### src/common/cpuPkg.sv
package cpuPkg;

    ////////////////////////////////////////////////////////////////////
    // Widths and fixed addresses

    // Data and address paths share one width
    localparam int dataWidth = 8;

    typedef logic [dataWidth-1:0] byte_t;

    // ROM locations that hold the thread start address per interrupt line
    localparam byte_t irq0Vector = 8'hFF;
    localparam byte_t irq1Vector = 8'hFE;

    // Bus address parked here whenever no access is running
    localparam byte_t busIdleAddr = 8'hFF;

    ////////////////////////////////////////////////////////////////////
    // Instruction encoding

    // ALU operation, upper nibble of an instruction byte
    // Codes C to F pass A through
    typedef enum logic [3:0] {
        add         = 4'h0,
        sub         = 4'h1,
        mul         = 4'h2,
        shiftLeftA  = 4'h3,
        shiftRightA = 4'h4,
        incA        = 4'h5,
        incB        = 4'h6,
        decA        = 4'h7,
        decB        = 4'h8,
        equal       = 4'h9,
        greater     = 4'hA,
        less        = 4'hB
    } aluOp_t;

    // Instruction class, lower nibble
    // 9 and A are illegal and stall the core
    typedef enum logic [3:0] {
        loadA    = 4'h0,
        loadB    = 4'h1,
        storeA   = 4'h2,
        storeB   = 4'h3,
        aluToA   = 4'h4,
        aluToB   = 4'h5,
        branchIf = 4'h6,
        goto     = 4'h7,
        goIdle   = 4'h8,
        derefA   = 4'hB,
        derefB   = 4'hC
    } instrClass_t;

    // One ROM byte, seen as an opcode or as an operand
    typedef union packed {
        struct packed {
            aluOp_t      aluOp;
            instrClass_t instrClass;
        } instr;
        byte_t operand;
    } romWord_u;

    ////////////////////////////////////////////////////////////////////
    // Controller state and per-cycle commands

    typedef enum logic [4:0] {
        idle, threadStart0, threadStart1, threadStart2, choose,
        loadToA, loadToB, load0, load1, load2,
        storeFromA, storeFromB, store0,
        aluSaveA, aluSaveB, aluWait,
        branchTest, branchLoad, branchWait,
        gotoStart, gotoLoad, gotoWait,
        derefToA, derefToB, deref0, deref1
    } cpuState_t;

    typedef enum logic [2:0] {
        pcHold, pcInc1, pcInc2, pcLoadRom, pcVector0, pcVector1
    } pcOp_t;

    typedef struct packed {
        pcOp_t op;
        logic  operandOffset;
    } pcCmd_t;

    typedef struct packed {
        logic aluToA;
        logic aluToB;
        logic busToSelected;
        logic selectLoad;
        logic selectValue;
    } regCmd_t;

    typedef enum logic [1:0] {srcIdle, srcRom, srcRegA, srcRegB} busAddrSrc_t;

    typedef struct packed {
        busAddrSrc_t addrSrc;
        logic        write;
    } busCmd_t;

endpackage

### src/processor/regBank.sv
`timescale 1ns/1ps

module regBank (
    input  logic            CLK,
    input  logic            RESET,
    input  cpuPkg::regCmd_t cmd,
    input  cpuPkg::byte_t   aluResult,
    input  cpuPkg::byte_t   busIn,
    output cpuPkg::byte_t   regA,
    output cpuPkg::byte_t   regB,
    output cpuPkg::byte_t   selectedReg
);
    import cpuPkg::*;

    // Low picks A, high picks B
    logic selectFlag;

    always_ff @(posedge CLK) begin
        if (RESET) begin
            regA       <= '0;
            regB       <= '0;
            selectFlag <= 1'b0;
        end else begin
            if (cmd.selectLoad) begin
                selectFlag <= cmd.selectValue;
            end
            // ALU write-back takes precedence over bus data
            if (cmd.aluToA) begin
                regA <= aluResult;
            end else if (cmd.busToSelected && !selectFlag) begin
                regA <= busIn;
            end
            if (cmd.aluToB) begin
                regB <= aluResult;
            end else if (cmd.busToSelected && selectFlag) begin
                regB <= busIn;
            end
        end
    end

    // Source for store data
    assign selectedReg = selectFlag ? regB : regA;

endmodule
### config.mk
export PLATFORM = sky130hd
export DESIGN_NAME = regBank
export DESIGN_NICKNAME = d
export VERILOG_FILES = /design/src/common/cpuPkg.sv /design/src/processor/regBank.sv
export SDC_FILE = /design/constraint.sdc
export NUM_CORES = 1
export LEC_CHECK = 0
export BUFFER_PORTS_ARGS = -buffer_cell sky130_fd_sc_hd__buf_2
export CAP_MARGIN = 5
export CORE_AREA = 5 5 59 61
export CTS_CLUSTER_DIAMETER = 30
export DETAILED_ROUTE_END_ITERATION = 10
export DIE_AREA = 0 0 64 66
export HOLD_SLACK_MARGIN = 0.12
export PLACE_DENSITY_LB_ADDON = 0.15
export SLEW_MARGIN = 40
export SYNTH_ARGS = -nofsm -noshare
export SYNTH_HDL_FRONTEND = slang
export SYNTH_SLANG_ARGS = --single-unit
### constraint.sdc
create_clock -name CLK -period 0.97 [get_ports CLK]
set_input_delay 0.097 -clock CLK [delete_from_list [all_inputs] [get_ports CLK]]
set_output_delay 0.097 -clock CLK [all_outputs]
set_load 0.03 [all_outputs]
==> flow_summary.json <==
{
  "status": "complete, but fails checks",
  "violations": "setup timing",
  "criticalPathCategory": "flip-flop to output port",
  "fmax_mhz": 716,
  "swShare_pct": 36.1,
  "synth_top_area_share_pct": 35.5,
  "drive_gt1_share_pct": 79.4,
  "rows": 20,
  "numClockSinks": 17,
  "clk_latency_ns": 0.29,
  "hold_viol": 0,
  "root_buffer": "clkbuf_4",
  "die_h_um": 66,
  "initial_core_util_pct": 32.7,
  "final_nets": 199,
  "finalSetupViolations": 24,
  "io_buffers": 46,
  "ys_ff_latch": 17,
  "dp_cells": 178,
  "synthDistinctLibCells": 16,
  "final_cells": 208,
  "area_growth_pct": 99.9,
  "cts_tree": "yes",
  "p_leak_nw": 0.804,
  "cp.arrival_ns": 1.30,
  "ys.warnings.count": 0,
  "critPathRequiredTime_ns": 0.87,
  "h-tree-depth": 1,
  "synth_area_um2": 958,
  "pwr-share-seq_pct": 38.0,
  "n_fill_cell": 233,
  "grt_pass1_vias": 1085,
  "drt_iter0_drc": 37,
  "ys_seq_area_share_pct": 35.5,
  "netSwitchingPower_w": 0.000777,
  "utilization_pct": 65.4,
  "numCtsBuffers": 3,
  "top_level_ports": 47,
  "antenna_found_initial": 0,
  "yosys-top-cells-area": "dfxtp_1, a2111oi_2, nor3_1",
  "pwr-share-comb_pct": 43.2,
  "drc": 0,
  "hp-class": "primary input to flip-flop",
  "track_usage_pct": 15.0,
  "via_count": 1095,
  "ant_nets": 0,
  "grt_pass1_wl_um": 5130,
  "drv_cap": 0,
  "die-area_mm2": 0.00422,
  "wl_per_cell_um": 16.6,
  "slew_violations": 0,
  "drt_wl_total_um": 3450,
  "postSynthCellCount": 96,
  "viasPerCell": 5.26,
  "whs_ns": 0.161,
  "path_max_fanout": 6,
  "core_mm2": 0.00293,
  "cp-end-kind": "output port",
  "skew_ns": 0.00161,
  "firstDrtPassIters": 4,
  "worst_slew_pin_slew_ns": 0.602,
  "hpwlAfterDp_um": 2090,
  "avgSynthCellArea_um2": 9.98,
  "mappedNetlistNets": 119,
  "netlist.top_cell.by_area": "dfxtp_1",
  "intPower_w": 0.00138,
  "clk_path_buf_depth": 2,
  "peakVddDrop_uv": 777,
  "max-slew-margin-rel_pct": 59.9,
  "rsz0062_at_grt": "true",
  "fin_crit_sh_pct": 144,
  "diodes": 0,
  "clkPwrFrac_pct": 18.8,
  "start_kind": "flip-flop",
  "die_x_um": 64,
  "finalSetupTns_ns": -7.74,
  "powerDensity_mw_per_mm2": 1120,
  "place_congestion": 0.700,
  "rrSetupSlack_ns": -0.40,
  "globalRouteOverflowTotal": 0,
  "clkTransAtPathRegs_ns": 0.11,
  "post-route-worst-setup-slack_ns": -0.427,
  "grt_max_degree": 24,
  "fin_crit_ns": 1.40
}
## power by group through the flow
stage               logic [W]  registers (W)  clock network, W
CTS                  0.000842       0.000803          0.000418
global placement     0.000668       0.000811                 0
detailed placement   0.000674       0.000815                 0
floorplan            0.000368       0.000914                 0
global route         0.000985       0.000827          0.000440
finish               0.000932       0.000818          0.000405
## per-layer routing
metal | routed length [um] | up-vias | global-route usage (%)
met3 | 164 | 2 | 3.57
met5 | 0 | - | 0
met4 | 23 | 0 | 3.12
met2 | 1870 | 29 | 27.0
li1 | - | 532 | -
met1 | 1400 | 532 | 18.0
## state kept, by name (all words and copies together) (netlist names)
signal	flops
regA	8
regB	8
selectFlag	1
## worst max-delay path, cell delays in order, from the launching register on
cell	delay [ns]
dfxtp_4	0.41
buf_6	0.14
mux2_4	0.31
buf_6	0.14
## placed cells by master, fill, tap and decap left out, drive strengths merged
master	n
inv	8
nor3	24
clkbuf	4
dlygate4sd3	10
a211oi	8
a2111oi	16
mux2i	1
nand2	1
buf	75
nand2b	1
and2b	1
mux2	8
dfxtp	17
nor2	1
## synth_stat cells, drive strengths merged
cell,count
a2111oi,16
a211oi,8
and2b,1
buf,9
clkbuf,1
dfxtp,17
inv,8
mux2,8
mux2i,1
nand2,1
nand2b,1
nor2,1
nor3,24
## cells by family (layout without fill, tap and decap cells)
| family | after synthesis | count (layout) | synth area share (%) |
|---|---|---|---|
| AOI/OAI and AO/OA | 24 | 24 | 28.7 |
| and+or+nand+nor | 28 | 28 | 15.0 |
| DFF | 17 | 17 | 35.5 |
| muxes | 9 | 9 | 10.4 |
| buffers and inverters | 18 | 97 | 10.3 |
## path summary, 6_finish.rpt
kind / startpoint / endpoint / cells after the start
max: selectFlag / selectedReg[6] / 3
min: busIn[0] / regA[0] / 3
max reg2reg: selectFlag / regB[5] / 7
min reg2reg: regA[6] / regA[6] / 2
## per-stage QoR
step           worst slack, ns  area, um2  power (W)
6_report                -0.427       1920    0.00215
5_1_grt                 -0.464       1920    0.00225
4_1_cts                 -0.408       1710    0.00206
3_5_place_dp            -0.163       1370    0.00149
3_3_place_gp            -0.135       1370    0.00148
2_1_floorplan          -0.0512       1070    0.00128
## final cells by class
class / instances / area (um2) / area share, %
Tap cell: 33 / 41.3 / 2.16
Clock buffer: 4 / 26.3 / 1.37
Inverter: 8 / 30.0 / 1.57
Multi-Input combinational cell: 61 / 743 / 38.8
Sequential cell: 17 / 363 / 18.9
Timing Repair Buffer: 85 / 712 / 37.2
## timing repair
item,in CTS,in global routing
gates resized for setup,41,49
buffers inserted,7,10
gates cloned,1,0
hold buffers,10,0
pin swaps,1,7
setup endpoints to repair,38,37
endpoints found under the hold margin,17,0
No activity file was read; power rests on OpenSTA's default activity.
