<file path="src/common/cpuPkg.sv">
package cpuPkg;

    ////////////////////////////////////////////////////////////////////
    // Widths and fixed addresses

    // Data and address paths share one width
    localparam int dataWidth = 8;

    typedef logic [dataWidth-1:0] byte_t;

    // ROM locations that hold the thread start address per interrupt line
    localparam byte_t irq0Vector = 8'hFF;
    localparam byte_t irq1Vector = 8'hFE;

    // Bus address parked here whenever no access is running
    localparam byte_t busIdleAddr = 8'hFF;

    ////////////////////////////////////////////////////////////////////
    // Instruction encoding

    // ALU operation, upper nibble of an instruction byte
    // Codes C to F pass A through
    typedef enum logic [3:0] {
        add         = 4'h0,
        sub         = 4'h1,
        mul         = 4'h2,
        shiftLeftA  = 4'h3,
        shiftRightA = 4'h4,
        incA        = 4'h5,
        incB        = 4'h6,
        decA        = 4'h7,
        decB        = 4'h8,
        equal       = 4'h9,
        greater     = 4'hA,
        less        = 4'hB
    } aluOp_t;

    // Instruction class, lower nibble
    // 9 and A are illegal and stall the core
    typedef enum logic [3:0] {
        loadA    = 4'h0,
        loadB    = 4'h1,
        storeA   = 4'h2,
        storeB   = 4'h3,
        aluToA   = 4'h4,
        aluToB   = 4'h5,
        branchIf = 4'h6,
        goto     = 4'h7,
        goIdle   = 4'h8,
        derefA   = 4'hB,
        derefB   = 4'hC
    } instrClass_t;

    // One ROM byte, seen as an opcode or as an operand
    typedef union packed {
        struct packed {
            aluOp_t      aluOp;
            instrClass_t instrClass;
        } instr;
        byte_t operand;
    } romWord_u;

    ////////////////////////////////////////////////////////////////////
    // Controller state and per-cycle commands

    typedef enum logic [4:0] {
        idle, threadStart0, threadStart1, threadStart2, choose,
        loadToA, loadToB, load0, load1, load2,
        storeFromA, storeFromB, store0,
        aluSaveA, aluSaveB, aluWait,
        branchTest, branchLoad, branchWait,
        gotoStart, gotoLoad, gotoWait,
        derefToA, derefToB, deref0, deref1
    } cpuState_t;

    typedef enum logic [2:0] {
        pcHold, pcInc1, pcInc2, pcLoadRom, pcVector0, pcVector1
    } pcOp_t;

    typedef struct packed {
        pcOp_t op;
        logic  operandOffset;
    } pcCmd_t;

    typedef struct packed {
        logic aluToA;
        logic aluToB;
        logic busToSelected;
        logic selectLoad;
        logic selectValue;
    } regCmd_t;

    typedef enum logic [1:0] {srcIdle, srcRom, srcRegA, srcRegB} busAddrSrc_t;

    typedef struct packed {
        busAddrSrc_t addrSrc;
        logic        write;
    } busCmd_t;

endpackage

</file>
<file path="src/logic/alu.sv">
`timescale 1ns/1ps

module alu (
    input  logic          CLK,
    input  logic          RESET,
    input  cpuPkg::byte_t romData,
    input  cpuPkg::byte_t regA,
    input  cpuPkg::byte_t regB,
    output cpuPkg::byte_t result
);
    import cpuPkg::*;

    romWord_u romWord;
    byte_t    resultNext;

    // Operation sits in the upper nibble of the opcode
    assign romWord = romData;

    always_comb begin
        case (romWord.instr.aluOp)
            add:         resultNext = regA + regB;
            sub:         resultNext = regA - regB;
            // Low byte of the product only
            mul:         resultNext = regA * regB;
            shiftLeftA:  resultNext = regA << 1;
            shiftRightA: resultNext = regA >> 1;
            incA:        resultNext = regA + 8'd1;
            incB:        resultNext = regB + 8'd1;
            decA:        resultNext = regA - 8'd1;
            decB:        resultNext = regB - 8'd1;
            // Compares give 1 or 0
            equal:       resultNext = byte_t'(regA == regB);
            greater:     resultNext = byte_t'(regA > regB);
            less:        resultNext = byte_t'(regA < regB);
            default:     resultNext = regA;
        endcase
    end

    // One cycle of latency, sampled every clock
    always_ff @(posedge CLK) begin
        if (RESET) begin
            result <= '0;
        end else begin
            result <= resultNext;
        end
    end

endmodule

</file>
<file path="config.mk">
export PLATFORM = sky130hd
export DESIGN_NAME = alu
export DESIGN_NICKNAME = d
export VERILOG_FILES = /design/src/common/cpuPkg.sv /design/src/logic/alu.sv
export SDC_FILE = /design/constraint.sdc
export NUM_CORES = 1
export LEC_CHECK = 0
export BUFFER_PORTS_ARGS = -buffer_cell sky130_fd_sc_hd__buf_4
export CORE_UTILIZATION = 53
export CTS_CLUSTER_SIZE = 12
export DETAILED_ROUTE_END_ITERATION = 10
export PLACE_DENSITY = 0.86
export SLEW_MARGIN = 20
export SYNTH_ARGS = -nofsm -noshare
export SYNTH_HDL_FRONTEND = slang
export SYNTH_SLANG_ARGS = --single-unit
</file>
<file path="constraint.sdc">
create_clock -name CLK -period 6 [get_ports CLK]
set_input_delay 0.6 -clock CLK [delete_from_list [all_inputs] [get_ports CLK]]
set_output_delay 0.6 -clock CLK [all_outputs]
set_load 0.02 [all_outputs]
</file>
==> metrics.yaml <==
outcome:
  outcome: "completed"
job:
  cap_violations: 0
placed_design:
  pre_cts_ws_ns: 1.246
  dp_hpwl_microns: 5580
  gp_congestion: 0.9185
  port_buffers: 29
  placed_cell_area_sq_mm: 0.002917
timing:
  finalSetupViolations: 0
  hold_ws_ns: 0.6023
  max_slew.worst_pin.slew_ns: 0.8597
  fin_tns_setup_ns: 0
  period_needed_ns: 4.545
  period_share: 0.7575
  fmax_mhz: 220.0
  hold_violations: 0
  slew_violations: 0
  max_slew_margin: 0.4216
  rsz0062_at_grt: "false"
  setup_ws_ns: 1.455
clocking:
  cts.hold.buffers_added: 0
  clockRootBuffer: "clkbuf_8"
  cts_sinks: 8
  path_clk_slew_ns: 0.04
  cts_resized: 0
  cts_tree: "done"
  htreeDepth: 1
  postCtsSetupBuffers: 0
  clockBufferDepth: 2
  cts_buffers: 3
finish:
  drive_gt1_frac: 0.09574
  nFillCells: 434
  mostFrequentLayoutCells: "inv_1, ha_1, nor2_1, nand2_1, buf_4"
  area_delta_synth_final_pct: 10.11
  largest_register_ffs: 8
  final_cell_area_sq_mm: 0.002958
  diodes: 0
  top_register: "result"
  reg_top3: "result (8)"
  fin_nets: 461
worst_setup_path:
  crit_type: "in -> reg"
  critPathMaxFanout: 11
  worstPathRequired_ns: 6.10
  worstSetupStartpointType: "input pin"
  endpoint_kind: "register"
  arrival_ns: 4.65
detailed_routing:
  initialDrtViolationCount: 248
  dr.pass1.iters: 5
  ant_nets: 0
  wl_per_cell_microns: 16.15
  num_vias: 2661
  vias_per_cell: 6.007
  post-route-drc-count: 0
  postRouteWirelength_microns: 7156
logic_synthesis:
  seq_area_frac_synth: 0.05962
  synth_edf_count: 0
  ys.flop_type: "dfxtp_1"
  yosysWarnings: 0
  synthCells: 358
  syn_nets: 441
  avgSynthCellArea_sq_um: 7.504
  synthesis.area_sq_mm: 0.002686
  ys_types: 53
  synth-seq-cells: 8
  ys_async_sr_fraction: 0
die:
  coreArea_sq_mm: 0.004786
  dieArea_sq_mm: 0.005358
  initial_core_util: 0.5613
  row_count: 25
  die_h_microns: 73.20
  fp.dieW_microns: 73.20
  io_pins: 34
hold_path:
  hold_class: "in -> reg"
  hold_path_end: "result[2]"
  min_from: "RESET"
  hold_depth: 2
grt:
  grt_use_total: 0.2878
  grt_max_degree: 19
  antenna_found_initial: 0
  grt-ovfl-total: 0
  grt_pass1_wl_microns: 11850
  grt_pass1_vias: 2567
power_and_ir_drop:
  totalPowerFinal_uw: 466.0
  irDropWorstVdd_uv: 79.56
  powerDensity_mw_per_mm2: 157.5
  p_leak_nw: 1.433
-- worst max-delay path, cell delays in order --
cell	delay, ns
buf_4	0.17
inv_1	0.24
nor2_1	0.13
fa_1	0.42
inv_1	0.08
fa_1	0.40
fa_1	0.47
fa_1	0.44
xor2_1	0.19
xnor3_1	0.33
xnor3_1	0.40
xnor3_1	0.26
a222oi_1	0.36
a311oi_1	0.14
-- layout make-up --
cell class | instances | area, sq um | area share
inverter | 44 | 165.2 | 0.05584
multi-input combinational | 292 | 2290 | 0.7741
timing repair buffer | 29 | 217.7 | 0.07360
sequential | 8 | 160.2 | 0.05415
tap | 67 | 83.83 | 0.02834
clock buffer | 3 | 41.29 | 0.01396
-- through the flow --
step                        util  std cells
after floorplan                -        358
after global placement    0.6094        440
after detailed placement  0.6094        440
after CTS                 0.6180        443
after global routing      0.6180        443
final                     0.6180        443
-- how the worst max path moves through the flow --
stage,from,endpoint,slack [ns]
4_1_cts,regA[1],result[7],1.48
3_5_place_dp,regA[1],result[7],1.25
3_3_place_gp,regA[1],result[7],1.27
6_report,regA[1],result[7],1.45
2_1_floorplan,regA[2],result[7],1.64
5_1_grt,regA[1],result[7],1.24
-- power by group --
part / internal [mW] / switching [mW]
combinational: 0.154 / 0.185
sequential: 0.0592 / 0.00163
clock: 0.0436 / 0.0232
total: 0.257 / 0.209
-- per-layer routing --
metal  vias to the layer above  wire length (microns)  global-route usage
met1                      1246                   3052              0.3895
met2                       112                   3365              0.4650
met4                         0                    172             0.09586
met5                         -                      0                   0
met3                        19                    567             0.04558
li1                       1284                      -                   -
-- synth_stat cells, types with 4 or more instances --
| master | n | area share |
|---|---|---|
| a211oi_1 | 5 | 0.014 |
| a21o_1 | 7 | 0.020 |
| a21oi_1 | 20 | 0.037 |
| a311oi_1 | 4 | 0.013 |
| a31oi_1 | 5 | 0.012 |
| and2_1 | 10 | 0.023 |
| buf_2 | 6 | 0.011 |
| clkbuf_1 | 4 | 0.0056 |
| dfxtp_1 | 8 | 0.060 |
| fa_1 | 15 | 0.11 |
| ha_1 | 42 | 0.20 |
| inv_1 | 42 | 0.059 |
| nand2_1 | 30 | 0.042 |
| nor2_1 | 34 | 0.048 |
| nor2b_1 | 4 | 0.0093 |
| nor3_1 | 11 | 0.020 |
| nor4_1 | 6 | 0.014 |
| o21a_1 | 4 | 0.011 |
| o21ai_0 | 11 | 0.020 |
| o21ai_1 | 10 | 0.019 |
| or3_1 | 5 | 0.012 |
| xnor2_1 | 16 | 0.052 |
| xor2_1 | 11 | 0.036 |
-- kinds of logic (layout without fill, tap and decap cells) --
family          after synthesis  count (layout)  synth area share
compound gates               87              87            0.2091
xor+xnor                     31              31            0.1192
fa+ha+maj                    57              57            0.3074
buf+inv                      58              76           0.08803
flops                         8               8           0.05962
mux                           3               3           0.01164
simple gates                114             114            0.2049
(Power assumes the default switching activity.)
