File: src/common/cpuPkg.sv
package cpuPkg;

    ////////////////////////////////////////////////////////////////////
    // Widths and fixed addresses

    // Data and address paths share one width
    localparam int dataWidth = 8;

    typedef logic [dataWidth-1:0] byte_t;

    // ROM locations that hold the thread start address per interrupt line
    localparam byte_t irq0Vector = 8'hFF;
    localparam byte_t irq1Vector = 8'hFE;

    // Bus address parked here whenever no access is running
    localparam byte_t busIdleAddr = 8'hFF;

    ////////////////////////////////////////////////////////////////////
    // Instruction encoding

    // ALU operation, upper nibble of an instruction byte
    // Codes C to F pass A through
    typedef enum logic [3:0] {
        add         = 4'h0,
        sub         = 4'h1,
        mul         = 4'h2,
        shiftLeftA  = 4'h3,
        shiftRightA = 4'h4,
        incA        = 4'h5,
        incB        = 4'h6,
        decA        = 4'h7,
        decB        = 4'h8,
        equal       = 4'h9,
        greater     = 4'hA,
        less        = 4'hB
    } aluOp_t;

    // Instruction class, lower nibble
    // 9 and A are illegal and stall the core
    typedef enum logic [3:0] {
        loadA    = 4'h0,
        loadB    = 4'h1,
        storeA   = 4'h2,
        storeB   = 4'h3,
        aluToA   = 4'h4,
        aluToB   = 4'h5,
        branchIf = 4'h6,
        goto     = 4'h7,
        goIdle   = 4'h8,
        derefA   = 4'hB,
        derefB   = 4'hC
    } instrClass_t;

    // One ROM byte, seen as an opcode or as an operand
    typedef union packed {
        struct packed {
            aluOp_t      aluOp;
            instrClass_t instrClass;
        } instr;
        byte_t operand;
    } romWord_u;

    ////////////////////////////////////////////////////////////////////
    // Controller state and per-cycle commands

    typedef enum logic [4:0] {
        idle, threadStart0, threadStart1, threadStart2, choose,
        loadToA, loadToB, load0, load1, load2,
        storeFromA, storeFromB, store0,
        aluSaveA, aluSaveB, aluWait,
        branchTest, branchLoad, branchWait,
        gotoStart, gotoLoad, gotoWait,
        derefToA, derefToB, deref0, deref1
    } cpuState_t;

    typedef enum logic [2:0] {
        pcHold, pcInc1, pcInc2, pcLoadRom, pcVector0, pcVector1
    } pcOp_t;

    typedef struct packed {
        pcOp_t op;
        logic  operandOffset;
    } pcCmd_t;

    typedef struct packed {
        logic aluToA;
        logic aluToB;
        logic busToSelected;
        logic selectLoad;
        logic selectValue;
    } regCmd_t;

    typedef enum logic [1:0] {srcIdle, srcRom, srcRegA, srcRegB} busAddrSrc_t;

    typedef struct packed {
        busAddrSrc_t addrSrc;
        logic        write;
    } busCmd_t;

endpackage

File: src/processor/controlFsm.sv
`timescale 1ns/1ps

module controlFsm (
    input  logic            CLK,
    input  logic            RESET,
    input  cpuPkg::byte_t   romData,
    input  cpuPkg::byte_t   aluResult,
    input  logic [1:0]      interruptRaise,
    output cpuPkg::pcCmd_t  pcCmd,
    output cpuPkg::regCmd_t regCmd,
    output cpuPkg::busCmd_t busCmd,
    output logic [1:0]      interruptAck
);
    import cpuPkg::*;

    cpuState_t  state;
    cpuState_t  nextState;
    logic [1:0] nextAck;
    romWord_u   romWord;

    // Opcode view of the current ROM byte
    assign romWord = romData;

    always_ff @(posedge CLK) begin
        if (RESET) begin
            state        <= choose;
            interruptAck <= 2'b00;
        end else begin
            state        <= nextState;
            interruptAck <= nextAck;
        end
    end

    always_comb begin
        // Quiet defaults that each state overrides as needed
        nextState            = state;
        nextAck              = 2'b00;
        pcCmd.op             = pcHold;
        pcCmd.operandOffset  = 1'b0;
        regCmd               = '0;
        busCmd.addrSrc       = srcIdle;
        busCmd.write         = 1'b0;

        case (state)
            //////////////////////////////////////////////////////////////////
            // Thread start

            // Line 0 wins when both rise together
            idle: begin
                if (interruptRaise[0]) begin
                    nextState = threadStart0;
                    pcCmd.op  = pcVector0;
                    nextAck   = 2'b01;
                end else if (interruptRaise[1]) begin
                    nextState = threadStart0;
                    pcCmd.op  = pcVector1;
                    nextAck   = 2'b10;
                end
            end
            // Vector address is on the ROM while its byte comes back
            threadStart0: nextState = threadStart1;
            threadStart1: begin
                nextState = threadStart2;
                pcCmd.op  = pcLoadRom;
            end
            // First opcode of the thread is being fetched
            threadStart2: nextState = choose;

            //////////////////////////////////////////////////////////////////
            // Decode

            choose: begin
                // Point the ROM at the operand byte
                pcCmd.operandOffset = 1'b1;
                case (romWord.instr.instrClass)
                    loadA:    nextState = loadToA;
                    loadB:    nextState = loadToB;
                    storeA:   nextState = storeFromA;
                    storeB:   nextState = storeFromB;
                    aluToA:   nextState = aluSaveA;
                    aluToB:   nextState = aluSaveB;
                    branchIf: nextState = branchTest;
                    goto:     nextState = gotoStart;
                    goIdle:   nextState = idle;
                    derefA:   nextState = derefToA;
                    derefB:   nextState = derefToB;
                    // Illegal code parks the core here with the opcode kept on the ROM
                    default: begin
                        nextState           = choose;
                        pcCmd.operandOffset = 1'b0;
                    end
                endcase
            end

            //////////////////////////////////////////////////////////////////
            // Memory transfers

            loadToA, loadToB: begin
                nextState          = load0;
                regCmd.selectLoad  = 1'b1;
                regCmd.selectValue = (state == loadToB);
            end
            // Operand byte is the bus address
            load0: begin
                nextState      = load1;
                busCmd.addrSrc = srcRom;
            end
            // Bump early so the next opcode is ready in choose
            load1: begin
                nextState = load2;
                pcCmd.op  = pcInc2;
            end
            load2: begin
                nextState            = choose;
                regCmd.busToSelected = 1'b1;
            end

            storeFromA, storeFromB: begin
                nextState          = store0;
                regCmd.selectLoad  = 1'b1;
                regCmd.selectValue = (state == storeFromB);
                pcCmd.op           = pcInc2;
            end
            // Write strobe goes out on the following cycle
            store0: begin
                nextState      = choose;
                busCmd.addrSrc = srcRom;
                busCmd.write   = 1'b1;
            end

            //////////////////////////////////////////////////////////////////
            // ALU and flow control

            // Result was registered during choose
            aluSaveA, aluSaveB: begin
                nextState     = aluWait;
                regCmd.aluToA = (state == aluSaveA);
                regCmd.aluToB = (state == aluSaveB);
                pcCmd.op      = pcInc1;
            end
            aluWait: nextState = choose;

            branchTest: begin
                if (aluResult != '0) begin
                    nextState = branchLoad;
                end else begin
                    nextState = branchWait;
                    pcCmd.op  = pcInc2;
                end
            end
            branchLoad: begin
                nextState = branchWait;
                pcCmd.op  = pcLoadRom;
            end
            branchWait: nextState = choose;

            gotoStart: nextState = gotoLoad;
            gotoLoad: begin
                nextState = gotoWait;
                pcCmd.op  = pcLoadRom;
            end
            gotoWait: nextState = choose;

            // Register contents used as a RAM pointer
            derefToA, derefToB: begin
                nextState          = deref0;
                regCmd.selectLoad  = 1'b1;
                regCmd.selectValue = (state == derefToB);
                busCmd.addrSrc     = (state == derefToB) ? srcRegB : srcRegA;
            end
            deref0: begin
                nextState = deref1;
                pcCmd.op  = pcInc1;
            end
            deref1: begin
                nextState            = choose;
                regCmd.busToSelected = 1'b1;
            end

            default: nextState = choose;
        endcase
    end

endmodule

File: config.mk
export PLATFORM = sky130hd
export DESIGN_NAME = controlFsm
export DESIGN_NICKNAME = d
export VERILOG_FILES = /design/src/common/cpuPkg.sv /design/src/processor/controlFsm.sv
export SDC_FILE = /design/constraint.sdc
export NUM_CORES = 1
export LEC_CHECK = 0
export BUFFER_PORTS_ARGS = -buffer_cell sky130_fd_sc_hd__buf_2
export CORE_UTILIZATION = 49
export CTS_CLUSTER_DIAMETER = 60
export DETAILED_ROUTE_END_ITERATION = 7
export GPL_TIMING_DRIVEN = 0
export PLACE_DENSITY = 0.85
export SLEW_MARGIN = 25
export SYNTH_ARGS = -nofsm -noshare
export SYNTH_HDL_FRONTEND = slang
export SYNTH_SLANG_ARGS = --single-unit
File: constraint.sdc
create_clock -name CLK -period 2.15 [get_ports CLK]
set_clock_uncertainty 0.1 [all_clocks]
set_input_delay 0.1075 -clock CLK [delete_from_list [all_inputs] [get_ports CLK]]
set_output_delay 0.1075 -clock CLK [all_outputs]
set_load 0.05 [all_outputs]
==> results of run 1 <==
kinds of logic (layout without fill, tap and decap cells):
logic type	count (synthesis)	in the layout	share of synthesized area [%]
buffers and inverters	19	52	10.2
XOR/XNOR	4	4	3.71
flip-flops	7	7	14.8
multiplexers	1	1	1.06
AND/OR/NAND/NOR	63	63	36.0
AO/OA/AOI/OAI	45	45	34.2
through the flow:
stage	total power (uW)	worst slack [ns]	instance area, um2	hold slack (ns)
after global routing	1760	0.00148	1170	0.0326
after detailed placement	1500	0.335	1130	0.240
after floorplan	1210	0.240	957	0.0796
after CTS	1640	0.0934	1160	0.0295
final	1660	0.0828	1170	0.0332
after global placement	1460	0.356	1130	0.229
sequential cells by signal (all words and copies together) (netlist names):
register	flops
interruptAck	2
state	5
synth_stat cells (all sizes together) (2+ instances only):
cell type  instances
nand2             11
nor4               2
o32ai              2
nand3              2
a31oi              2
nor3               4
nor2              16
o21ai              9
xnor2              2
a32o               2
inv                5
o211ai             2
nor3b              4
a21oi              9
buf               13
nand3b             3
dfxtp              7
nand2b             7
a211oi             4
and3               5
nor2b              4
xor2               2
power breakdown:
group	switching, uW	leakage [uW]	total [uW]	internal [uW]
Combinational	894	0.000458	1340	446
Sequential	28.9	0.0000574	197	168
Clock	54.6	0.0000150	126	71.2
Total	977	0.000530	1660	685
critical path, delay by kind of cell, from the launching register on:
family                 cells  cell delay (ns)
buffers and inverters      3             0.61
AND/OR/NAND/NOR            3             0.70
flip-flops                 1             0.29
area by class of cell:
class | count | area (um2) | share of cell area, %
Buffer | 14 | 77.6 | 6.63
Clock buffer | 4 | 26.3 | 2.25
Inverter | 5 | 18.8 | 1.60
Multi-Input combinational cell | 113 | 721 | 61.6
Sequential cell | 7 | 140 | 12.0
Tap cell | 25 | 31.3 | 2.67
Timing Repair Buffer | 29 | 155 | 13.3
worst max-delay path by stage:
| stage | slack [ns] | endpoint | startpoint | cells after the start |
|---|---|---|---|---|
| detailed placement | 0.34 | state[1] | state[4] | 6 |
| floorplan | 0.24 | regCmd[0] | state[4] | 7 |
| global placement | 0.36 | state[0] | state[4] | 6 |
| finish | 0.08 | pcCmd[3] | state[4] | 6 |
| global route | 0.001 | regCmd[4] | state[3] | 6 |
| CTS | 0.09 | regCmd[0] | state[4] | 8 |
what timing repair did:
item	CTS	global route
hold endpoints to repair	3	0
hold buffers	1	0
setup endpoints to repair	0	2
gates resized for setup	0	2
routing by layer:
layer / up-vias / part of all wire (%) / GRT usage (%)
li1: 584 / - / -
met1: 564 / 42 / 40.2
met2: 65 / 49 / 51.5
met3: 14 / 6.6 / 8.33
met4: 0 / 2.5 / 13.5
met5: - / 0 / 0
==> qor.txt, run 1 <==
Post-synthesis cell count -> 139
Core box area -> 1760 um2
Die Width -> 45.9 um
Flops & latches, synth -> 7
RR Startpoint -> state[4]
Share of the synthesized area in the top cell type -> 14.8%
Final #Nets -> 193
First-pass detailed-route iteration total -> 4
Die height -> 45.9 um
Number of flops mapped to enable cells by yosys -> 0
Clock Latency Late Sink -> 0.27 ns
Die area -> 2110 um2
# fillers -> 178
Worst Hold Depth -> 2
Slowest stage cell, crit path -> nor3_1
Htree depth -> 1
I/O pin total -> 34
Critical Setup Path Class -> reg -> out
Max Clock Freq -> 0.484 GHz
First-pass GRT wire length -> 4840 um
Share of layout cells above drive strength 1 -> 28.5%
Peak supply drop -> 0.000852 V
Postcts setup bufs -> 0
CTS Root Cell -> clkbuf_4
Starting Density -> 53.5%
Final Hold Violating Endpoints -> 0
RSZ-0062 raised after global routing -> no
Global Route Usage Sum -> 32.1%
Library cells used by synthesis -> 48
Area growth syn-to-layout -> 23.8%
Setup TNS -> 0 ns
Vias -> 1227
Top cells by area, synth -> dfxtp_1, nor2_1, buf_2
Critical Path Most Common Cell -> buf_2
Dpl cells -> 192
Crit Path Max Fanout -> 10
Row count -> 15
HP Class -> in -> reg
Max_slew headroom -> 62.7%
CTS tree -> built
Maxcap violations -> 0
Number of port buffers -> 28
Period utilisation layout -> 96.1%
Reg2reg end -> state[1]
Async S/R FF share, synth -> 0%
Synth Warn # -> 0
Clock sink count -> 7
Biggest area consumer among synthesized cells -> dfxtp_1
Worst setup SP type -> flip-flop
CP Cell Sequence -> buf_2 > buf_2 > nor3_1 > nand2_1 > nor2_1 > buf_2
GPL Wtd Cong -> 0.958
Most used DFF post-synth -> dfxtp_1
CP peak stage delay -> 0.37 ns
HP Start -> interruptRaise[0]
Status -> completed
Mapped Avg Cell Area -> 6.80 um2
Crit. End Element -> output port
Antenna fix cells -> 0
Cell count of the worst reg-to-reg path -> 6
Minimum clock period -> 2.07 ns
Most frequent cells in the layout -> buf_2, nor2_1, nand2_1
Seq/Total Area, Yosys -> 14.8%
Leakage -> 0.000530 uW
Final ANT Viol Nets -> 0
Commonest non-fill, non-tap cell in the layout -> buf_2
Syn Nets -> 159
Area of the mapped netlist -> 945 um2
DR vias/cell -> 6.23
Gr ovfl total -> 0
Layout Utilization -> 66.3%
Pwr/cell area -> 1420 nW/um2
TritonCTS buffer count -> 3
DPL Wire Length -> 2250 um
Final Setup Violations -> 0
Vias in the first global route -> 1047
Final std cells w/o fill -> 197
Clock tree buffer depth -> 2
Initial DRC count -> 59
Pin slew with the least headroom to its limit -> 0.546 ns
Drt total wl -> 3070 um
CTS clk-pin slew, worst paths -> 0.06 ns
DRC errors left -> 0
Largest net degree at the start of global routing -> 11
Initial antenna violation count -> 0
Max-slew violations -> 0
Drt wl/cell -> 15.6 um
Arrival time worst endpoint -> 1.86 ns
Reg2Reg Setup Slack -> 0.28 ns
WHS Endpoint -> interruptAck[0]
Required @ worst endpoint -> 1.94 ns
Power figures use the tool's default switching activity.
==> run 2, diff against run 1 <==
--- a/config.mk
+++ b/config.mk
@@ -10,7 +10,7 @@
 export CTS_CLUSTER_DIAMETER = 60
 export DETAILED_ROUTE_END_ITERATION = 7
 export GPL_TIMING_DRIVEN = 0
-export PLACE_DENSITY = 0.85
+export PLACE_DENSITY = 0.79
 export SLEW_MARGIN = 25
 export SYNTH_ARGS = -nofsm -noshare
 export SYNTH_HDL_FRONTEND = slang
==> run 2 against run 1 <==
  * Critical path depth rose by 2
  * Sequential power decreased by 2%
  * Wire length fell by 6.2%
  * Combinational power about the same
  * Non-clock buffer count stayed put
  * Die area unchanged
  * Register-to-register slack improved by 0.03 ns
  * Design area increased by 0.21%
  * Core utilization grew 0.14 points
  * Sequential cell count unchanged
  * Largest cell class unchanged
  * Largest power group unchanged
==> qor.txt, run 2 (synthesis gave the netlist of run 1 again) <==
Status -> completed
Max-slew violations -> 0
Clock sink count -> 7
Max Clock Freq -> 0.472 GHz
Htree depth -> 1
Pwr/cell area -> 1420 nW/um2
Core box area -> 1760 um2
Share of layout cells above drive strength 1 -> 28.5%
CTS Root Cell -> clkbuf_4
Postcts setup bufs -> 0
Initial antenna violation count -> 0
Vias in the first global route -> 944
Vias -> 1205
Maxcap violations -> 0
Drt total wl -> 2880 um
Worst Hold Depth -> 2
Minimum clock period -> 2.12 ns
Commonest non-fill, non-tap cell in the layout -> buf_2
Die Width -> 45.9 um
Final ANT Viol Nets -> 0
Setup WS pre-CTS -> 0.327 ns
Die area -> 2110 um2
First-pass detailed-route iteration total -> 5
Slowest stage cell, crit path -> dfxtp_1
Layout Utilization -> 66.5%
Dpl cells -> 192
CTS tree -> built
Cell count of the worst reg-to-reg path -> 6
Area growth syn-to-layout -> 24.1%
Regs by FF count -> state (5), interruptAck (2)
First-pass GRT wire length -> 4410 um
Global Route Usage Sum -> 29.2%
Pin slew with the least headroom to its limit -> 0.553 ns
Reg with most FFs -> state
Final Hold Violating Endpoints -> 0
CP peak stage delay -> 0.30 ns
Largest register FFs -> 5
Required @ worst endpoint -> 1.94 ns
Drt wl/cell -> 14.6 um
Initial DRC count -> 57
Leakage -> 0.000529 uW
DRC errors left -> 0
I/O pin total -> 34
Starting Density -> 53.5%
Cell family with most CP delay -> buffers and inverters
Worst hold slack -> 0.0356 ns
Final #Nets -> 193
DR vias/cell -> 6.12
Worst Setup Slack, final -> 0.0300 ns
DPL Wire Length -> 2120 um
Most frequent cells in the layout -> buf_2, nor2_1, nand2_1
RR Startpoint -> state[4]
Row count -> 15
HP Class -> in -> reg
Crit. End Element -> output port
Clock tree buffer depth -> 2
Clock Latency Late Sink -> 0.27 ns
Critical Setup Path Class -> reg -> out
WHS Endpoint -> interruptAck[0]
Reg2Reg Setup Slack -> 0.31 ns
Antenna fix cells -> 0
Critical Path Most Common Cell -> clkbuf_4
Arrival time worst endpoint -> 1.91 ns
TritonCTS buffer count -> 3
Number of port buffers -> 28
Pwr Total -> 1660 uW
Largest net degree at the start of global routing -> 11
CP Cell Sequence -> buf_2 > clkbuf_4 > clkbuf_4 > nand2_1 > a21oi_1 > a31oi_1 > nor2_1 > clkbuf_4
Max_slew headroom -> 63.0%
Period utilisation layout -> 98.6%
Crit Path Max Fanout -> 10
GPL Wtd Cong -> 0.967
CTS clk-pin slew, worst paths -> 0.05 ns
Gr ovfl total -> 0
# fillers -> 172
Worst setup SP type -> flip-flop
Reg2reg end -> state[0]
Die height -> 45.9 um
Area of the multi-input gates -> 721 um2
HP Start -> interruptRaise[0]
Final std cells w/o fill -> 197
Worst path buffer plus inverter count -> 4
Peak supply drop -> 0.000806 V
Storage element area -> 140 um2
Final Setup Violations -> 0
run 2: cell types whose count changed in the layout (fill, tap and decap cells not counted), sizes merged:
cell,before,now
clkbuf,7,8
buf,39,38
run 2: cell type report:
class                           count  area share [%]
Inverter                            5            1.60
Sequential cell                     7            12.0
Tap cell                           25            2.67
Clock buffer                        4            2.24
Timing Repair Buffer               29            13.0
Multi-Input combinational cell    113            61.5
Buffer                             14            7.04
run 2: repair_timing:
item,CTS,global route
gates resized for setup,0,3
endpoints found under the setup margin,0,2
hold endpoints to repair,3,0
hold buffers,1,0
run 2: metal layers:
layer | global-route usage (%) | up-vias | share of wire, %
li1 | - | 584 | -
met1 | 40.6 | 536 | 42
met2 | 42.8 | 76 | 47
met3 | 3.17 | 9 | 9.0
met4 | 17.1 | 0 | 2.4
met5 | 0 | - | 0
run 2: how the worst max path moves through the flow:
stage / cells past startpoint / end / slack (ns) / start
after floorplan: 7 / regCmd[0] / 0.24 / state[4]
after global placement: 6 / state[0] / 0.30 / state[4]
after detailed placement: 6 / state[1] / 0.33 / state[4]
after CTS: 8 / regCmd[0] / 0.11 / state[4]
after global routing: 8 / regCmd[0] / -0.06 / state[4]
final: 8 / regCmd[0] / 0.03 / state[4]
run 2: power by group:
group	switching (uW)	internal [uW]
Clock	60.7	71.6
Sequential	25.0	168
Combinational	886	448
run 2: stage by stage:
step	cell area, um2	TNS (ns)
after floorplan	957	0
after global placement	1130	0
after detailed placement	1130	0
after CTS	1160	0
after global routing	1170	-0.0598
final	1170	0
