**src/common/cpuPkg.sv**
```systemverilog
package cpuPkg;

    ////////////////////////////////////////////////////////////////////
    // Widths and fixed addresses

    // Data and address paths share one width
    localparam int dataWidth = 8;

    typedef logic [dataWidth-1:0] byte_t;

    // ROM locations that hold the thread start address per interrupt line
    localparam byte_t irq0Vector = 8'hFF;
    localparam byte_t irq1Vector = 8'hFE;

    // Bus address parked here whenever no access is running
    localparam byte_t busIdleAddr = 8'hFF;

    ////////////////////////////////////////////////////////////////////
    // Instruction encoding

    // ALU operation, upper nibble of an instruction byte
    // Codes C to F pass A through
    typedef enum logic [3:0] {
        add         = 4'h0,
        sub         = 4'h1,
        mul         = 4'h2,
        shiftLeftA  = 4'h3,
        shiftRightA = 4'h4,
        incA        = 4'h5,
        incB        = 4'h6,
        decA        = 4'h7,
        decB        = 4'h8,
        equal       = 4'h9,
        greater     = 4'hA,
        less        = 4'hB
    } aluOp_t;

    // Instruction class, lower nibble
    // 9 and A are illegal and stall the core
    typedef enum logic [3:0] {
        loadA    = 4'h0,
        loadB    = 4'h1,
        storeA   = 4'h2,
        storeB   = 4'h3,
        aluToA   = 4'h4,
        aluToB   = 4'h5,
        branchIf = 4'h6,
        goto     = 4'h7,
        goIdle   = 4'h8,
        derefA   = 4'hB,
        derefB   = 4'hC
    } instrClass_t;

    // One ROM byte, seen as an opcode or as an operand
    typedef union packed {
        struct packed {
            aluOp_t      aluOp;
            instrClass_t instrClass;
        } instr;
        byte_t operand;
    } romWord_u;

    ////////////////////////////////////////////////////////////////////
    // Controller state and per-cycle commands

    typedef enum logic [4:0] {
        idle, threadStart0, threadStart1, threadStart2, choose,
        loadToA, loadToB, load0, load1, load2,
        storeFromA, storeFromB, store0,
        aluSaveA, aluSaveB, aluWait,
        branchTest, branchLoad, branchWait,
        gotoStart, gotoLoad, gotoWait,
        derefToA, derefToB, deref0, deref1
    } cpuState_t;

    typedef enum logic [2:0] {
        pcHold, pcInc1, pcInc2, pcLoadRom, pcVector0, pcVector1
    } pcOp_t;

    typedef struct packed {
        pcOp_t op;
        logic  operandOffset;
    } pcCmd_t;

    typedef struct packed {
        logic aluToA;
        logic aluToB;
        logic busToSelected;
        logic selectLoad;
        logic selectValue;
    } regCmd_t;

    typedef enum logic [1:0] {srcIdle, srcRom, srcRegA, srcRegB} busAddrSrc_t;

    typedef struct packed {
        busAddrSrc_t addrSrc;
        logic        write;
    } busCmd_t;

endpackage

```
**src/processor/progCounter.sv**
```systemverilog
`timescale 1ns/1ps

module progCounter (
    input  logic           CLK,
    input  logic           RESET,
    input  cpuPkg::pcCmd_t cmd,
    input  cpuPkg::byte_t  romData,
    output cpuPkg::byte_t  romAddress
);
    import cpuPkg::*;

    byte_t pc;
    // Selects the operand byte after the opcode
    logic  offset;

    always_ff @(posedge CLK) begin
        if (RESET) begin
            pc     <= '0;
            offset <= 1'b0;
        end else begin
            // Offset lasts one cycle unless asked again
            offset <= cmd.operandOffset;
            case (cmd.op)
                pcInc1:    pc <= pc + 8'd1;
                // Skip opcode and operand
                pcInc2:    pc <= pc + 8'd2;
                // Jump target or thread start read from ROM
                pcLoadRom: pc <= romData;
                pcVector0: pc <= irq0Vector;
                pcVector1: pc <= irq1Vector;
                default:   pc <= pc;
            endcase
        end
    end

    // ROM is synchronous, data for this address shows up next cycle
    assign romAddress = pc + byte_t'(offset);

endmodule

```
**config.mk**
```make
export PLATFORM = sky130hd
export DESIGN_NAME = progCounter
export DESIGN_NICKNAME = d
export VERILOG_FILES = /design/src/common/cpuPkg.sv /design/src/processor/progCounter.sv
export SDC_FILE = /design/constraint.sdc
export NUM_CORES = 1
export LEC_CHECK = 0
export ABC_AREA = 1
export ABC_CLOCK_PERIOD_IN_PS = 1600
export BUFFER_PORTS_ARGS = -buffer_cell sky130_fd_sc_hd__buf_2
export CAP_MARGIN = 10
export CELL_PAD_IN_SITES_DETAIL_PLACEMENT = 1
export CELL_PAD_IN_SITES_GLOBAL_PLACEMENT = 2
export CORE_MARGIN = 1.5
export CORE_UTILIZATION = 25
export DETAILED_ROUTE_END_ITERATION = 10
export GPL_TIMING_DRIVEN = 0
export PLACE_DENSITY = 0.8
export SYNTH_ARGS = -nofsm -noshare
export SYNTH_HDL_FRONTEND = slang
export SYNTH_SLANG_ARGS = --single-unit
```
**constraint.sdc**
```tcl
create_clock -name CLK -period 1.6 [get_ports CLK]
set_input_delay 0.32 -clock CLK [delete_from_list [all_inputs] [get_ports CLK]]
set_output_delay 0.32 -clock CLK [all_outputs]
set_load 0.01 [all_outputs]
```
==> metrics.md, run 1 <==
| Metric | Value |
|---|---|
| M3 GR Usage | 3.96% |
| DR pass1 iterations | 4 |
| First-pass GRT wire length | 5.65 mm |
| Final Wtd Congestion | 0.806 |
| Synthesized Nets | 164 |
| Violated checks | setup timing |
| Hpwl dp | 2.21 mm |
| Crit path capture type | primary output |
| # Max-Cap Violations | 0 |
| Critical Path Fanout Max | 2 |
| Clk buf depth | 2 |
| Static Leak | 0.654 nW |
| PwrDens | 619 nW/um^2 |
| Top cells by area, synth | dfxtp_1, nand2_1, nand3_1 |
| VDD IR max | 436 uV |
| Crit-path most repeated cell | ha_4 |
| H-Tree Depth | 1 |
| Post-route insts no fill | 230 |
| Slew margin rel. | 77.0% |
| Setup WS post-layout | -136 ps |
| Synth Warn # | 0 |
| Via count | 1109 |
| Post-Synthesis Cells | 144 |
| DIE WIDTH | 62.6 um |
| Vias in the first global route | 1186 |
| CTS tree | built |
| Total global routing overflow | 0 |
| Post-DRT Antenna Nets | 0 |
| Die Ht | 62.6 um |
| Crit Path Class | reg -> out |
| Most frequent cells after synthesis | nand2_1, inv_1, nand3_1 |
| Share of the synthesized area in the top cell type | 20.3% |
| Setup violators final | 6 |
| Largest net degree at the start of global routing | 11 |
| Die area | 3920 um^2 |
| GR Layer Usage met2 | 36.6% |
| Crit path DAT | 1420 ps |
| Starting Density | 26.4% |
| Via density | 4.82 |
| Final core utilization | 38.7% |
| Critical path launch point type | register |
| Input/output buffers | 21 |
| Most common cell in the netlist | nand2_1 |
| Initial antenna violation count | 0 |
| RSZ-0062 raised after global routing | true |
| Cell taking the most area after synthesis | dfxtp_1 |
| Worst path max stage delay | 350 ps |
| Inst Count DP | 211 |
| Crit-path cells | ha_4 > ha_4 > buf_6 > xor2_1 > buf_2 |
| Pre-CTS setup slack | -211 ps |
| Hold-fix buffers, CTS | 0 |
| Drt total wl | 3.40 mm |
| Met1 usage in global routing | 20.3% |
| Tcrit/Tclk final | 109% |
| Layout area overhead | 46.6% |
| Worst path slowest cell | dfxtp_4 |
| Mean Syn Cell Area | 6.17 um^2 |
| WL/cell | 14.8 um |
| Min Tclk post-route | 1740 ps |
| Highest Clock Rate | 576 MHz |
| Worst path top cell family by delay | flip-flops |
| CTS root buf | clkbuf_4 |
| Share of cells above drive strength 1 | 37.0% |
| Worst clock skew | 5.59 ps |
| HP Class | in -> reg |
| Hold Fails Final Rpt | 0 |
| Tot GR Track Use | 18.5% |
| DRC errors left | 0 |
| Total negative setup slack | -337 ps |
| Sequential fraction of the synthesis area | 20.3% |
| Post-Syn Area | 888 um^2 |
| Core Rows | 21 |
| Clock latency at the later pin of the worst-skew pair | 280 ps |
| CTS sink cnt | 9 |
| Antenna diodes | 0 |
| Worst-path clk slew | 60 ps |
| Top FF cell, synth | dfxtp_1 |
| CP required | 1280 ps |
| Least-Margin Pin Slew | 344 ps |
| CP Buf/Inv Count | 2 |
| Synthesis-stage register bit count | 9 |
| IO Count | 22 |
| Cell variety after synth | 19 |
| TritonCTS Buffers | 3 |
| Outcome | finished, violations left |
| Async SR Flop Fraction | 0% |
| Final #Nets | 205 |
| EDFF count, synth | 0 |
| Most used routing layer | met2 |
| DRT iter0 DRCs | 29 |
| Core ar. | 3360 um^2 |
| Slew Limit Fails | 0 |
==> report_power, final <==
| part | internal [mW] | switching (mW) | leakage (nW) |
|---|---|---|---|
| combinational | 0.144 | 0.188 | 0.561 |
| sequential | 0.250 | 0.0323 | 0.0778 |
| clock | 0.0968 | 0.0942 | 0.0150 |
| total | 0.491 | 0.315 | 0.654 |
==> worst paths after layout <==
kind	endpoint	slack, ps	cells past startpoint	from
setup reg to reg	pc[4]	100	9	pc[1]
setup / recovery	romAddress[2]	-140	5	pc[0]
hold reg to reg	pc[6]	590	2	pc[6]
hold / removal	offset	200	2	RESET
==> routing by layer <==
layer | vias up | wire, um
met5 | - | 0
met4 | 0 | 14
met3 | 2 | 93
met2 | 20 | 1810
met1 | 540 | 1470
li1 | 547 | -
==> through the flow <==
step           power [mW]  cell area, um^2  hold slack (ps)
2_1_floorplan       0.445              888              391
3_3_place_gp        0.528             1050              490
3_5_place_dp        0.537             1050              498
4_1_cts             0.798             1280              194
5_1_grt             0.874             1300              192
6_report            0.806             1300              201
==> flip-flops by register name, indices dropped and copies added (netlist names) <==
| signal | cells |
|---|---|
| offset | 1 |
| pc | 8 |
==> cell type report <==
| type | count | area [um^2] |
|---|---|---|
| multi-input combinational | 113 | 699 |
| sequential | 9 | 196 |
| clock buffer | 4 | 26.3 |
| timing repair buffer | 36 | 225 |
| tap | 46 | 57.6 |
| inverter | 20 | 75.1 |
| buffer | 2 | 22.5 |
| fill | 477 | 2060 |
==> cell usage in the layout, fill, tap and decap left out <==
| cell | count |
|---|---|
| inv_2 | 3 |
| nand3_1 | 15 |
| clkbuf_1 | 1 |
| o2bb2ai_1 | 1 |
| o21ai_1 | 1 |
| dfxtp_4 | 3 |
| buf_2 | 21 |
| nand2_2 | 4 |
| dfxtp_2 | 4 |
| clkbuf_4 | 3 |
| o211ai_1 | 1 |
| o21ai_0 | 14 |
| buf_4 | 13 |
| ha_1 | 3 |
| nor2_4 | 5 |
| ha_4 | 3 |
| buf_6 | 4 |
| xor2_1 | 9 |
| nor2_2 | 1 |
| a21oi_1 | 10 |
| a31oi_1 | 1 |
| nor2_1 | 7 |
| nand2_4 | 3 |
| inv_1 | 17 |
| dfxtp_1 | 2 |
| nand3_2 | 1 |
| nand2_1 | 34 |
==> cell families after synthesis <==
family | share of synthesized area (%)
AND/OR/NAND/NOR | 35.5
AO/OA/AOI/OAI | 16.6
buffers and inverters | 10.3
XOR/XNOR | 8.87
flip-flops | 20.3
adder cells (fa/ha/maj) | 8.45
==> timing repair <==
item | 4_1_cts | 5_1_grt
pin swaps | 10 | 10
setup endpoints to repair | 7 | 6
resized for setup | 30 | 3
setup buffers | 13 | 2
Note: power is estimated with default switching activity, not from simulation.
==> run 2, diff against run 1 <==
- TNS_END_PERCENT: not set -> 5
==> run 2 against run 1 <==
Compared with the run above:
- critical path type unchanged
- highest routed layer unchanged
- final area fell by 1.2%
- clock power up 3%
- worst setup slack gained 5.5 ps
- critical path depth is the same
- the run still ends with setup timing left
- routed wire length up 1.1%
- worst hold slack lost 5.2 ps
- die area did not move
- clock skew hardly changed
- combinational power up 3%
==> metrics.md, run 2 (synthesis results as in run 1) <==
| Metric | Value |
|---|---|
| RSZ-0062 raised after global routing | true |
| Inst Count DP | 211 |
| Cell area after layout | 1290 um^2 |
| Die area | 3920 um^2 |
| Slew Limit Fails | 0 |
| Filler cells | 483 |
| Static Leak | 0.650 nW |
| Commonest cells after routing, fill and taps aside | nand2_1, buf_2, inv_1 |
| Total global routing overflow | 0 |
| Antenna diodes | 0 |
| CP required | 1280 ps |
| Switching Share | 39.6% |
| Layout area overhead | 44.8% |
| Crit Path Class | reg -> out |
| Core Rows | 21 |
| Vias in the first global route | 1169 |
| First-pass GRT wire length | 5.60 mm |
| Core ar. | 3360 um^2 |
| Critical path launch point type | register |
| TritonCTS Buffers | 3 |
| IO Count | 22 |
| DRT iter0 DRCs | 28 |
| Outcome | finished, violations left |
| Min Hold Slack | 196 ps |
| Clock latency at the later pin of the worst-skew pair | 280 ps |
| PwrDens | 636 nW/um^2 |
| Total negative setup slack | -363 ps |
| Tcrit/Tclk final | 108% |
| Drt total wl | 3.43 mm |
| Min Tclk post-route | 1730 ps |
| Crit path DAT | 1410 ps |
| Clk buf depth | 2 |
| Final #Nets | 204 |
| CTS tree | built |
| Worst-path clk slew | 60 ps |
| Slew margin rel. | 75.2% |
| Worst clock skew | 6.07 ps |
| # Max-Cap Violations | 0 |
| Setup violators final | 6 |
| Post-route insts no fill | 229 |
| Via density | 4.92 |
| Final Wtd Congestion | 0.806 |
| DR pass1 iterations | 4 |
| Highest Clock Rate | 578 MHz |
| WL/cell | 15.0 um |
| Final core utilization | 38.2% |
| Crit path capture type | primary output |
| CTS sink cnt | 9 |
| Commonest non-fill, non-tap cell in the layout | nand2_1 |
| Post-DRT Antenna Nets | 0 |
| Placed cell area | 1050 um^2 |
| Max FFs per register | 8 |
| DRC errors left | 0 |
| Least-Margin Pin Slew | 370 ps |
| Reg with most FFs | pc |
| Clock share of power | 24.1% |
| Flop pwr share | 34.0% |
| H-Tree Depth | 1 |
| Critical Path Fanout Max | 2 |
| Tot GR Track Use | 18.4% |
| Biggest regs | pc x8, offset x1 |
| Via count | 1127 |
| VDD IR max | 439 uV |
| CTS root buf | clkbuf_4 |
| Hold Fails Final Rpt | 0 |
| DIE WIDTH | 62.6 um |
| Largest net degree at the start of global routing | 11 |
| Initial antenna violation count | 0 |
| P_sw | 0.324 mW |
| Hpwl dp | 2.21 mm |
| Die Ht | 62.6 um |
| Int Pwr | 0.494 mW |
| Setup WS post-layout | -131 ps |
| HP Class | in -> reg |
| Share of cells above drive strength 1 | 36.1% |
| Input/output buffers | 21 |
| Combinational share of power | 42.0% |
| Violated checks | setup timing |
| Starting Density | 26.4% |
[run 2: path summary, 6_finish.rpt]
kind | from | to | slack (ps) | cells after the start
setup / recovery | pc[0] | romAddress[2] | -130 | 5
hold / removal | RESET | offset | 200 | 2
setup reg to reg | pc[1] | pc[6] | 90 | 9
hold reg to reg | pc[7] | pc[7] | 590 | 2
[run 2: power groups by stage]
| stage | combinational (mW) | sequential [mW] | clock (mW) |
|---|---|---|---|
| final | 0.343 | 0.278 | 0.197 |
| after global routing | 0.377 | 0.281 | 0.218 |
| after CTS | 0.307 | 0.277 | 0.199 |
| after detailed placement | 0.252 | 0.285 | 0 |
| after global placement | 0.245 | 0.284 | 0 |
| after floorplan | 0.169 | 0.275 | 0 |
[run 2: what timing repair did]
item                       CTS  global route
setup endpoints to repair    7             8
hold buffers                 0             0
gates resized for setup     21            11
pin swaps                    6             8
setup buffers               10             4
[run 2: routing by layer]
metal  global-route usage, %  part of all wire [%]
met1                    20.3                    41
met2                    36.4                    54
met3                    3.96                   3.6
met4                    2.50                   1.3
met5                       0                     0
[run 2: final cells by class]
cell class	instances	area, um^2	share of cell area (%)
plain buffers	2	22.5	1.75
repair buffers	35	214	16.6
multi-input cells	113	694	54.0
well taps	46	57.6	4.47
clock buffers	4	26.3	2.04
inverters	20	75.1	5.84
flip-flops and latches	9	196	15.3
[run 2: metrics by stage]
stage          power [mW]  worst slack [ps]
2_1_floorplan       0.445              82.6
3_3_place_gp        0.528              -176
3_5_place_dp        0.537              -211
4_1_cts             0.782              -102
5_1_grt             0.875              -172
6_report            0.818              -131
[run 2: worst max-delay path, stage by stage, from the launching register on]
cell and delay (ps):
dfxtp_4 350, ha_4 170, ha_4 170, buf_6 110, xor2_1 160, buf_2 160
==> run 3, diff against run 2 <==
--- a/config.mk
+++ b/config.mk
@@ -18,2 +18,3 @@
 export PLACE_DENSITY = 0.8
+export SLEW_MARGIN = 15
 export SYNTH_ARGS = -nofsm -noshare
--- a/constraint.sdc
+++ b/constraint.sdc
@@ -3,2 +3,2 @@
 set_output_delay 0.32 -clock CLK [all_outputs]
-set_load 0.01 [all_outputs]
+set_load 0.02 [all_outputs]
==> run 3 against run 2 <==
Compared with the run above:
- the flow still finishes with violations (setup timing)
- utilization rose by 0.71 points
- final area rose by 1.8%
- critical path depth rose by 1
- non-clock buffer count fell by 2
- fmax rose by 1.6%
- via count fell by 5.1%
- final cell count fell by 0.87%
- register-to-register slack got worse by 20 ps
- critical path type unchanged
- critical endpoint is now romAddress[5]
==> metrics.md, run 3 (synthesis results as in run 1) <==
| Metric | Value |
|---|---|
| DIE WIDTH | 62.6 um |
| Critical path launch point type | register |
| Final Wtd Congestion | 0.813 |
| Final #Nets | 202 |
| Vias in the first global route | 1107 |
| Setup WS post-layout | -104 ps |
| Commonest cells after routing, fill and taps aside | nand2_1, inv_1, buf_4 |
| Final core utilization | 39.0% |
| Switching Share | 40.6% |
| Filler cells | 462 |
| Largest net degree at the start of global routing | 11 |
| Total global routing overflow | 0 |
| Critical Path Fanout Max | 4 |
| Most used routing layer | met2 |
| HP Class | in -> reg |
| # Max-Cap Violations | 0 |
| Commonest non-fill, non-tap cell in the layout | nand2_1 |
| CTS sink cnt | 9 |
| Crit path DAT | 1380 ps |
| Core ar. | 3360 um^2 |
| Setup violators final | 5 |
| P_sw | 0.340 mW |
| Met1 usage in global routing | 19.5% |
| Die Ht | 62.6 um |
| Critical R2R Launch | pc[1] |
| Highest Clock Rate | 587 MHz |
| Min Tclk post-route | 1700 ps |
| Slew margin rel. | 78.7% |
| WL/cell | 14.2 um |
| H-Tree Depth | 1 |
| Worst Setup SP | pc[1] |
| Int Pwr | 0.498 mW |
| Hold Startpoint | RESET |
| PwrDens | 640 nW/um^2 |
| Least-Margin Pin Slew | 318 ps |
| Share of cells above drive strength 1 | 35.9% |
| DRT iter0 DRCs | 22 |
| CTS root buf | clkbuf_4 |
| M3 GR Usage | 5.23% |
| Worst clock skew | 7.47 ps |
| CP required | 1280 ps |
| Hold Fails Final Rpt | 0 |
| Layout area overhead | 47.5% |
| Slew Limit Fails | 0 |
| Tcrit/Tclk final | 106% |
| Total negative setup slack | -386 ps |
| Biggest regs | pc x8, offset x1 |
| Clock latency at the later pin of the worst-skew pair | 280 ps |
| TritonCTS Buffers | 3 |
| Reg with most FFs | pc |
| Outcome | finished, violations left |
| Hpwl dp | 2.19 mm |
| Static Leak | 0.645 nW |
| Initial antenna violation count | 0 |
| Core Rows | 21 |
| DR pass1 iterations | 4 |
| VDD IR max | 244 uV |
| R2R setup slack | 70 ps |
| GR Layer Usage met2 | 30.8% |
| Starting Density | 26.4% |
| Antenna diodes | 0 |
| First-pass GRT wire length | 5.26 mm |
| Input/output buffers | 21 |
| Tot GR Track Use | 17.3% |
| Combinational share of power | 42.6% |
| Via density | 4.71 |
| Violated checks | setup timing |
| DRC errors left | 0 |
| Die area | 3920 um^2 |
| IO Count | 22 |
| R2R cell count | 10 |
| CTS tree | built |
| Crit path capture type | primary output |
| Hold-fix buffers, CTS | 0 |
| Drt total wl | 3.23 mm |
| Clk buf depth | 2 |
| Worst-path clk slew | 80 ps |
| Clock share of power | 23.9% |
| Max FFs per register | 8 |
| Crit Path Class | reg -> out |
| Flop pwr share | 33.4% |
| RSZ-0062 raised after global routing | true |
| Via count | 1069 |
| Hold depth | 2 |
| Post-DRT Antenna Nets | 0 |
==> run 3: layout make-up <==
class | instances | area (um^2) | share of cell area, %
multi-input combinational | 113 | 707 | 54.0
sequential | 9 | 195 | 14.9
timing repair buffer | 33 | 226 | 17.3
clock buffer | 4 | 26.3 | 2.01
inverter | 20 | 75.1 | 5.73
buffer | 2 | 22.5 | 1.72
tap | 46 | 57.6 | 4.39
==> run 3: metal layers <==
layer / up-vias / share of wire [%]
met4: 0 / 1.9
met1: 504 / 44
met2: 17 / 51
li1: 541 / -
met3: 7 / 2.9
met5: - / 0
==> run 3: final timing paths <==
path                   end
max          romAddress[5]
min                 offset
max reg2reg          pc[7]
min reg2reg          pc[7]
==> run 3: timing repair <==
action                                 CTS  global route
gates cloned                             0             0
gates resized for setup                 28             9
buffers inserted                         9             3
setup endpoints to repair                7             6
pin swaps                                4            10
endpoints found under the hold margin    0             0
==> run 3: power by group through the flow <==
stage / Sequential (mW) / Combinational (mW) / Clock [mW]
after floorplan: 0.276 / 0.189 / 0
after global placement: 0.285 / 0.263 / 0
after detailed placement: 0.287 / 0.270 / 0
after CTS: 0.279 / 0.326 / 0.205
after global routing: 0.283 / 0.396 / 0.221
final: 0.280 / 0.357 / 0.201
==> run 3: worst max-delay path: stages, from the launching register on <==
cell	delay [ps]
dfxtp_4	390
ha_4	160
nand2_4	60
nor2_4	130
nand2_2	70
xor2_1	140
buf_4	150
==> run 3: stage by stage <==
stage	instance area, um^2	power (mW)	cells	hold WS [ps]	setup slack, ps
finish	1310	0.838	227	199	-104
global route	1310	0.901	227	198	-176
CTS	1240	0.811	224	198	-123
detailed placement	1060	0.557	211	499	-273
global placement	1060	0.548	211	491	-269
floorplan	896	0.465	144	391	-12.2
